File: src/design/init_counter.sv
`timescale 1ns/1ps

module init_counter #(
    parameter int MEM_WORDS = 256,
    localparam int ADDR_W   = $clog2(MEM_WORDS)
) (
    input  logic              wb_clk_i,
    input  logic              arst_n_i,
    input  logic              step_i,
    output logic [ADDR_W-1:0] addr_o,
    output logic              done_o
);

    localparam logic [ADDR_W-1:0] LAST_IDX = ADDR_W'(MEM_WORDS - 1);

    logic [ADDR_W-1:0] addr_q;
    logic              done_q;

    // Wraps back to zero after the last word, done stays set
    always_ff @(posedge wb_clk_i or negedge arst_n_i) begin
        if (!arst_n_i) begin
            addr_q <= '0;
            done_q <= 1'b0;
        end else if (step_i) begin
            addr_q <= addr_q + 1'b1;
            if (addr_q == LAST_IDX) begin
                done_q <= 1'b1;
            end
        end
    end

    assign addr_o = addr_q;
    assign done_o = done_q;

    // The FSM must stop stepping once the fill is complete
    a_no_step_after_done: assert property (
        @(posedge wb_clk_i) disable iff (!arst_n_i)
        done_q |-> !step_i
    ) else $error("init_counter stepped after done");

endmodule

File: config.mk
export PLATFORM = sky130hd
export DESIGN_NAME = init_counter
export DESIGN_NICKNAME = d
export VERILOG_FILES = /design/src/design/init_counter.sv
export SDC_FILE = /design/constraint.sdc
export NUM_CORES = 1
export LEC_CHECK = 0
export CORE_AREA = 2 2 39 41
export DETAILED_ROUTE_END_ITERATION = 10
export DIE_AREA = 0 0 41 43
export DONT_BUFFER_PORTS = 1
export GPL_TIMING_DRIVEN = 0
export PLACE_DENSITY = 0.45
export SETUP_SLACK_MARGIN = 0.15
export SYNTH_ARGS = -nofsm -noshare
export SYNTH_HDL_FRONTEND = slang
export SYNTH_SLANG_ARGS = --single-unit
export TNS_END_PERCENT = 1
File: constraint.sdc
create_clock -name wb_clk_i -period 1.5 [get_ports wb_clk_i]
set_clock_uncertainty 0.05 [all_clocks]
set_input_delay 0.15 -clock wb_clk_i [delete_from_list [all_inputs] [get_ports wb_clk_i]]
set_output_delay 0.15 -clock wb_clk_i [all_outputs]
set_load 0.01 [all_outputs]
==> impl_results.md <==
- P&R area growth vs syn: 20.0%
- Leak: 0.201 nW
- YS warnings: 0
- RSZ-0062 raised after global routing: no
- #FFs+latches synth: 9
- Cell variety after synth: 12
- Mapped cell area: 382 um^2
- Core Util, Final: 33.1%
- Final Max Slew Viols: 0
- Max Root-Sink Buffers: 2
- Worst Hold Class: in -> reg
- WS Path Type: reg -> reg
- Final Critical Period: 1240 ps
- Crit-path slowest cell: dfrtp_2
- NumNets Final: 41
- Cell row count: 14
- Hold Slack: 41.8 ps
- Max-slew headroom: 72.8%
- Num CTS Buffers: 3
- Routability Congestion: 0.639
- CP endpoint kind: flip-flop
- Setup tns final: 0 ps
- Status: complete, no violations
- Antenna violations before repair: 0
- Multi-input logic area: 156 um^2
- Routed wire length: 719 um
- First-pass DRT Iterations: 3
- Vias in the first global route: 273
- Total of max-cap violations: 0
- Root buffer cell: clkbuf_4
- GR Util All Layers: 10.8%
- Fillers: 157
- Maximum number of pins on one net before global-route repair: 10
- Insertion delay to the later sink of the worst-skew pair: 260 ps
- Diodes inserted: 0
- Endpoints failing hold: 0
- First-pass GRT wire length: 1210 um
- Core Area: 0.00138 mm^2
- Top-level I/O count: 12
- Final setup violation count: 0
- Die X: 41 um
- Startpoint types: flip-flop
- Crit-path max FO: 5
- Vias: 251
- Port-buffer cells: 0
- DR iter-0 viols: 5
- Syn Nets: 33
- Die ar.: 0.00176 mm^2
- Die height: 43 um
- Seq/Total Area, Yosys: 59.0%
- CTS HTree Levels: 1
- Tightest Pin Transition: 407 ps
- Max IR drop VDD: 0.593 mV
- FF/Latch Area: 228 um^2
- Worst-path clk slew: 60 ps
- Worst EP required: 1620 ps
- DR DRC count: 0
- Share of cells above drive strength 1: 27.8%
- CTS tree: built
- Critical path arrival: 1370 ps
- Cells after Synth: 29
- Crit-path cells: ha_1 -> nand4_1 -> nor2_1 -> xor2_1
- Synth Area per Inst: 13.2 um^2
- Power Dens Cells: 1890 mW/mm^2
- Max Clk Rate: 803 MHz
- Initial core utilization: 27.6%
- CP peak stage delay: 430 ps
- Tcrit/Tclk final: 83.0%
- Routed WL per cell: 13.8 um
- Routed Antenna Nets: 0
- CTS Sinks: 9
- Gr ovfl total: 0
- Via/cell ratio: 4.83
## metal layers
layer  vias to the layer above  part of all wire [%]  global-route usage [%]
met4                         0                     0                    6.00
met2                        14                    44                    13.4
met5                         -                     0                       0
met3                         0                    12                    6.28
met1                       122                    44                    14.2
li1                        115                     -                       -
## metrics by stage
stage                     total power [mW]  std cells  instance area [um^2]  setup slack [ps]
final                                0.867         52                   458               255
after detailed placement             0.666         45                   402               166
after floorplan                      0.616         29                   382               308
after global routing                 0.954         52                   458               152
after global placement               0.660         45                   402               199
after CTS                            0.873         51                   449               160
## flip-flops by register name, indices dropped and copies added (netlist names)
name / cells
addr_o: 8
done_o: 1
## worst max-delay path: cells and delay by family (launching register included)
family | cells | cell delay [ps]
adder cells (fa/ha/maj) | 1 | 190
XOR/XNOR | 1 | 170
flip-flops | 1 | 430
AND/OR/NAND/NOR | 2 | 310
## logic make-up (layout without fill, tap and decap cells)
group | Yosys count | count (layout) | share of synthesized area, %
fa+ha+maj | 1 | 1 | 3.28
buf+inv | 0 | 7 | 0
simple gates | 10 | 10 | 16.7
mux | 1 | 1 | 2.95
flops | 9 | 9 | 59.0
compound gates | 1 | 1 | 1.97
xor+xnor | 7 | 7 | 16.1
## power breakdown
group          switching [mW]  internal, mW
Sequential              0.180         0.336
Combinational          0.0606        0.0996
Clock                  0.0880         0.102
Total                   0.328         0.538
## synth_stat cells
library cell | count | share of area [%]
nand4_2 | 1 | 3.3
nor2_1 | 1 | 0.98
o21bai_1 | 1 | 2.0
and3_2 | 1 | 2.0
xnor2_1 | 4 | 9.2
nor3_2 | 1 | 2.6
nand4_1 | 3 | 4.9
dfrtp_1 | 9 | 59
xor2_1 | 3 | 6.9
nand2_1 | 3 | 3.0
mux2_2 | 1 | 3.0
ha_1 | 1 | 3.3
## cells in the final DEF (no fill, tap or decap)
cell	instances
and3_2	1
xnor2_1	4
nand4_2	1
dfrtp_2	2
nand4_1	3
clkbuf_4	3
dlygate4sd3_1	2
nand2_1	3
nor3_2	1
dfrtp_1	7
buf_4	1
xor2_1	3
nor2_1	1
o21bai_1	1
clkbuf_1	1
mux2_2	1
ha_1	1
## path summary, 6_finish.rpt
check / start / end / slack (ps) / depth (start not counted)
max in group asynchronous: arst_n_i / addr_o[0] / 880 / 1
min: step_i / addr_o[3] / 40 / 2
min in group asynchronous: arst_n_i / addr_o[4] / 200 / 1
max: addr_o[0] / addr_o[6] / 260 / 4
max reg2reg: addr_o[0] / addr_o[6] / 260 / 4
min reg2reg: addr_o[0] / addr_o[0] / 500 / 1
## what timing repair did
| item | CTS | global route |
|---|---|---|
| resized for setup | 1 | 1 |
| hold endpoints to repair | 12 | 0 |
| pin swaps | 0 | 2 |
| endpoints found under the setup margin | 1 | 1 |
| hold buffers | 2 | 0 |
| buffers inserted | 0 | 1 |
## final cells by class
cell class                      instances  share of cell area, %
Clock buffer                            4                   5.74
Sequential cell                         9                   49.7
Tap cell                               16                   4.37
Multi-Input combinational cell         20                   34.2
Timing Repair Buffer                    3                   6.01
No activity file was read; power rests on OpenSTA's default activity.
