`src/design/mem_pkg.sv`:
```
package mem_pkg;

    // Bus geometry
    localparam int DATA_W  = 32;
    localparam int SEL_W   = DATA_W / 8;
    localparam int ADR_LSB = $clog2(SEL_W);

    // Pattern loaded into every word after reset
    localparam logic [DATA_W-1:0] INIT_WORD = 32'hc3a5_5a3c;

    // One RAM word, seen whole or lane by lane
    typedef union packed {
        logic [DATA_W-1:0]     word;
        logic [SEL_W-1:0][7:0] bytes;
    } mem_word_u;

endpackage

```
`src/design/mem_fsm.sv`:
```
`timescale 1ns/1ps

module mem_fsm #(
    parameter int MEM_WORDS = 256,
    localparam int WADR_W   = 32 - mem_pkg::ADR_LSB
) (
    input  logic              wb_clk_i,
    input  logic              arst_n_i,
    input  logic              cyc_i,
    input  logic              stb_i,
    input  logic              we_i,
    input  logic [WADR_W-1:0] word_adr_i,
    input  logic              init_done_i,
    output logic              init_step_o,
    output logic              init_mode_o,
    output logic              ram_en_o,
    output logic              ram_we_o,
    output logic              ack_o,
    output logic              err_o,
    output logic              busy_o
);

    localparam logic [2:0] S_INIT      = 3'd0;
    localparam logic [2:0] S_IDLE      = 3'd1;
    localparam logic [2:0] S_WRITE     = 3'd2;
    localparam logic [2:0] S_READ_WAIT = 3'd3;
    localparam logic [2:0] S_READ_ACK  = 3'd4;
    localparam logic [2:0] S_ERROR     = 3'd5;
    localparam logic [2:0] S_RECOVER   = 3'd6;

    localparam logic [WADR_W-1:0] WORD_LIMIT = WADR_W'(MEM_WORDS);

    logic [2:0] state_q;
    logic [2:0] state_d;
    logic       req;
    logic       in_range;
    logic       init_fill;
    logic       ack_q;
    logic       err_q;

    assign req       = cyc_i && stb_i;
    assign in_range  = word_adr_i < WORD_LIMIT;
    assign init_fill = (state_q == S_INIT) && !init_done_i;

    always_comb begin
        state_d = state_q;
        case (state_q)
            S_INIT:      if (init_done_i) state_d = S_IDLE;
            S_IDLE: begin
                if (req) begin
                    if (!in_range) state_d = S_ERROR;
                    else if (we_i) state_d = S_WRITE;
                    else           state_d = S_READ_WAIT;
                end
            end
            S_WRITE:     state_d = S_RECOVER;
            S_READ_WAIT: state_d = S_READ_ACK;
            S_READ_ACK:  state_d = S_RECOVER;
            S_ERROR:     state_d = S_RECOVER;
            // Termination cycle where stb may still be high
            default:     state_d = S_IDLE;
        endcase
    end

    always_ff @(posedge wb_clk_i or negedge arst_n_i) begin
        if (!arst_n_i) begin
            state_q <= S_INIT;
            ack_q   <= 1'b0;
            err_q   <= 1'b0;
        end else begin
            state_q <= state_d;
            ack_q   <= (state_q == S_WRITE) || (state_q == S_READ_ACK);
            err_q   <= (state_q == S_ERROR);
        end
    end

    assign init_step_o = init_fill;
    assign init_mode_o = (state_q == S_INIT);
    assign ram_en_o    = init_fill || (state_q == S_WRITE) || (state_q == S_READ_WAIT);
    assign ram_we_o    = init_fill || (state_q == S_WRITE);
    assign ack_o       = ack_q;
    assign err_o       = err_q;
    assign busy_o      = init_fill;

    a_ack_err_excl: assert property (
        @(posedge wb_clk_i) disable iff (!arst_n_i)
        !(ack_o && err_o)
    ) else $error("ack and err high together");

    // Master must still hold the request when it terminates
    a_term_in_cycle: assert property (
        @(posedge wb_clk_i) disable iff (!arst_n_i)
        (ack_o || err_o) |-> (cyc_i && stb_i)
    ) else $error("termination outside an active request");

    // Host writes only while an in-range write request is still on the bus
    a_ram_we_source: assert property (
        @(posedge wb_clk_i) disable iff (!arst_n_i)
        ram_we_o && !init_mode_o |-> req && we_i && in_range
    ) else $error("RAM write outside INIT or WRITE");

endmodule

```
`config.mk`:
```
export PLATFORM = sky130hd
export DESIGN_NAME = mem_fsm
export DESIGN_NICKNAME = d
export VERILOG_FILES = /design/src/design/mem_pkg.sv /design/src/design/mem_fsm.sv
export SDC_FILE = /design/constraint.sdc
export NUM_CORES = 1
export LEC_CHECK = 0
export BUFFER_PORTS_ARGS = -buffer_cell sky130_fd_sc_hd__buf_2
export CAP_MARGIN = 20
export CORE_AREA = 2 2 39 41
export CTS_BUF_LIST = sky130_fd_sc_hd__clkbuf_16
export CTS_CLUSTER_SIZE = 28
export DETAILED_ROUTE_END_ITERATION = 10
export DIE_AREA = 0 0 41 43
export PLACE_DENSITY = 0.8
export SYNTH_ARGS = -nofsm -noshare
export SYNTH_HDL_FRONTEND = slang
export SYNTH_SLANG_ARGS = --single-unit
```
`constraint.sdc`:
```
create_clock -name wb_clk_i -period 1.05 [get_ports wb_clk_i]
set_input_delay 0.105 -clock wb_clk_i [delete_from_list [all_inputs] [get_ports wb_clk_i]]
set_output_delay 0.105 -clock wb_clk_i [all_outputs]
set_load 0.005 [all_outputs]
```
==> metrics.md <==
| Metric | Value |
|---|---|
| CTS Buf Count | 3 |
| Failing checks | setup timing |
| Routed wire length per instance | ~11 µm |
| Pleak | around 0.00034 µW |
| DRC viols | 0 |
| Post-synth top cells | 7 x nor2_1, 5 x dfrtp_1, 5 x nor4_1, 3 x clkbuf_1 |
| Syn_area_per_cell | roughly 8.4 µm² |
| Initial Utilization | around a quarter |
| Top cells by area, synth | dfrtp_1 38%, nor4_1 9.5%, nor2_1 8.0% |
| Die X | between 40 and 50 µm |
| Post-route cell area | 676 µm² |
| RD Place Congestion | slightly above 0.8 |
| Reg2reg end | state_q[0] |
| Mapped Nets | 75 |
| Leading area contributor after synthesis | dfrtp_1 |
| Crit Path Category | reg2out |
| DP Area | between 500 and 600 µm² |
| Crit path time final | roughly 1.2 ns |
| Final ANT Viol Nets | 0 |
| Worst-path fanout max | 4 |
| R2R depth | 5 |
| GRT Resource Usage Total | about 16% |
| Comb power frac | approximately two fifths |
| Top-count cell post-synth | nor2_1 |
| Vias in the first global route | 486 |
| Via/cell ratio | 4.84 |
| R2r setup slk | -0.09 ns |
| CTS clk-pin slew, worst paths | ~0.03 ns |
| Crit path required time | approximately 0.94 ns |
| Worst hold-check path type | in2reg |
| Post-Place Cells | 90 |
| Yosys warns | 0 |
| Placeable Area | 1380 µm² |
| Clock buffer depth | 2 |
| Worst setup EP type | primary output |
| Final hold viol count | 0 |
| Max Clk Rate | about 820 MHz |
| Maximum VDD drop | 1.08 mV |
| N_diodes | 0 |
| Post-synth top area share | 38.0% |
| Die Span Y | ~43 µm |
| Hold Path Depth | 4 |
| Worst slew pin tran | 0.221 ns |
| Reg2reg start | state_q[2] |
| WP data arrival | around 1.1 ns |
| Clock share of power | between 30% and 40% |
| Top-Level Pins | 43 |
| Sequential share of the synthesized area | 38.0% |
| H-tree depth | 1 |
| Proportion of layout cells with a drive suffix above 1 | approximately two thirds |
| Clk_skew | 0.0000899 ns |
| Layout area overhead | 105% |
| Ys async rst share | 100% |
| Detailed Place HPWL | just over 800 µm |
| Largest net degree at the start of global routing | 7 |
| RSZ-0062 raised after global routing | yes |
| Hold path startpoint | word_adr_i[25] |
| CTS Sinks | 5 |
| Synth Cell Area | roughly 330 µm² |
| Switching Share | between 30% and 40% |
| Fin crit share | 117% |
| Die area | 1760 µm² |
| Hold Path End | state_q[1] |
| Mapped Cells | 39 |
| Layout Nets | ~120 |
| Post-synth EDFFs | 0 |
| Synth Flop Type | dfrtp_1 |
| Sum Neg Setup Slack | -0.939 ns |
| Worst setup margin | -0.176 ns |
| Clk Latency, worst-skew pair | 0.23 ns |
| Internal | about 1200 µW |
| Total number of vias | ~470 |
| WL final | approximately 1100 µm |
| DP Worst Slack | -0.293 ns |
| Total of max-cap violations | 0 |
| Status | complete, but fails checks |
| CTS root buffer | clkbuf_16 |
| # rows | 14 |
| Port bufs | 34 |
| DR pass1 iterations | 4 |
| Initial antenna violation count | 0 |
| GR Overflow Total | 0 |
| DRT iter0 DRCs | 10 |
| Final design utilization | 48.8% |
| Cell variety after synth | 20 |
| Final setup fails | 7 |
| Final cell count without fillers | 96 |
| Final Max Slew Viols | 0 |
| Worst setup startpoint | state_q[1] |
| First-pass GRT wire length | between 1500 and 2000 µm |
| Startpoint types | flip-flop |
| Flops & latches, synth | 5 |
| Pwr per Cell Area | about 2700 nW/µm² |
| Net Sw Power | approximately 600 µW |
| Seq pwr share | 24.0% |
| CTS tree | yes |
| Slew HR | 85.1% |
[worst max-delay path by stage]
stage and to:
3_5_place_dp state_q[2], 6_report init_step_o, 4_1_cts init_step_o, 5_1_grt init_step_o
2_1_floorplan init_step_o, 3_3_place_gp state_q[2]
[cell families after synthesis]
group	share of synthesized area [%]
and+or+nand+nor	38.0
AOI/OAI and AO/OA	14.5
DFF	38.0
buffers and inverters	6.84
xor gates and xnor gates	2.66
[power groups by stage]
stage	Combinational (µW)	Sequential, µW	Clock [µW]
final	755	434	621
after global routing	836	448	637
after CTS	731	402	623
after detailed placement	648	378	0
after global placement	630	374	0
after floorplan	394	312	0
[routing by layer]
metal  global-route usage [%]  up-vias  routed length [µm]
met2                     27.2       28                 593
li1                         -      222                   -
met3                     3.14        2                  81
met5                        0        -                   0
met1                     16.7      213                 379
met4                     8.00        0                  13
[critical path, stage by stage (launching register included)]
cell and delay [ns]:
dfrtp_2 0.43, nor4_4 0.30, buf_2 0.16
[metrics by stage]
step | hold WS, ns | total power (µW)
after detailed placement | -0.0741 | 1030
after global placement | -0.0759 | 1000
after floorplan | -0.191 | 706
final | 0.188 | 1810
after global routing | 0.216 | 1920
after CTS | 0.190 | 1760
[timing repair]
item / in CTS / in global routing
gates cloned: 0 / 0
gates resized for setup: 9 / 3
endpoints found under the setup margin: 7 / 8
hold endpoints to repair: 5 / 0
pin swaps: 2 / 0
hold buffers: 1 / 0
setup buffers: 1 / 0
[sequential cells by signal (all words and copies together) (netlist names)]
register / flops
ack_o: 1
err_o: 1
state_q: 3
[area by class of cell]
| cell class | instances | area, µm² |
|---|---|---|
| Fill cell | 133 | 708 |
| Multi-Input combinational cell | 29 | 209 |
| Tap cell | 16 | 20.0 |
| Clock inverter | 1 | 3.75 |
| Timing Repair Buffer | 41 | 235 |
| Inverter | 1 | 3.75 |
| Clock buffer | 3 | 75.1 |
| Sequential cell | 5 | 129 |
[layout by cell type (no fill, tap or decap), drive strengths merged, types with 2 or more instances in the layout]
master,Yosys,layout
buf,1,40
nor2,7,7
nor4,5,5
dfrtp,5,5
clkbuf,3,3
inv,1,2
a21boi,2,2
nand3,2,2
and3,2,2
nor3,2,2
o21ai,2,2
Note: power is estimated with default switching activity, not from simulation.
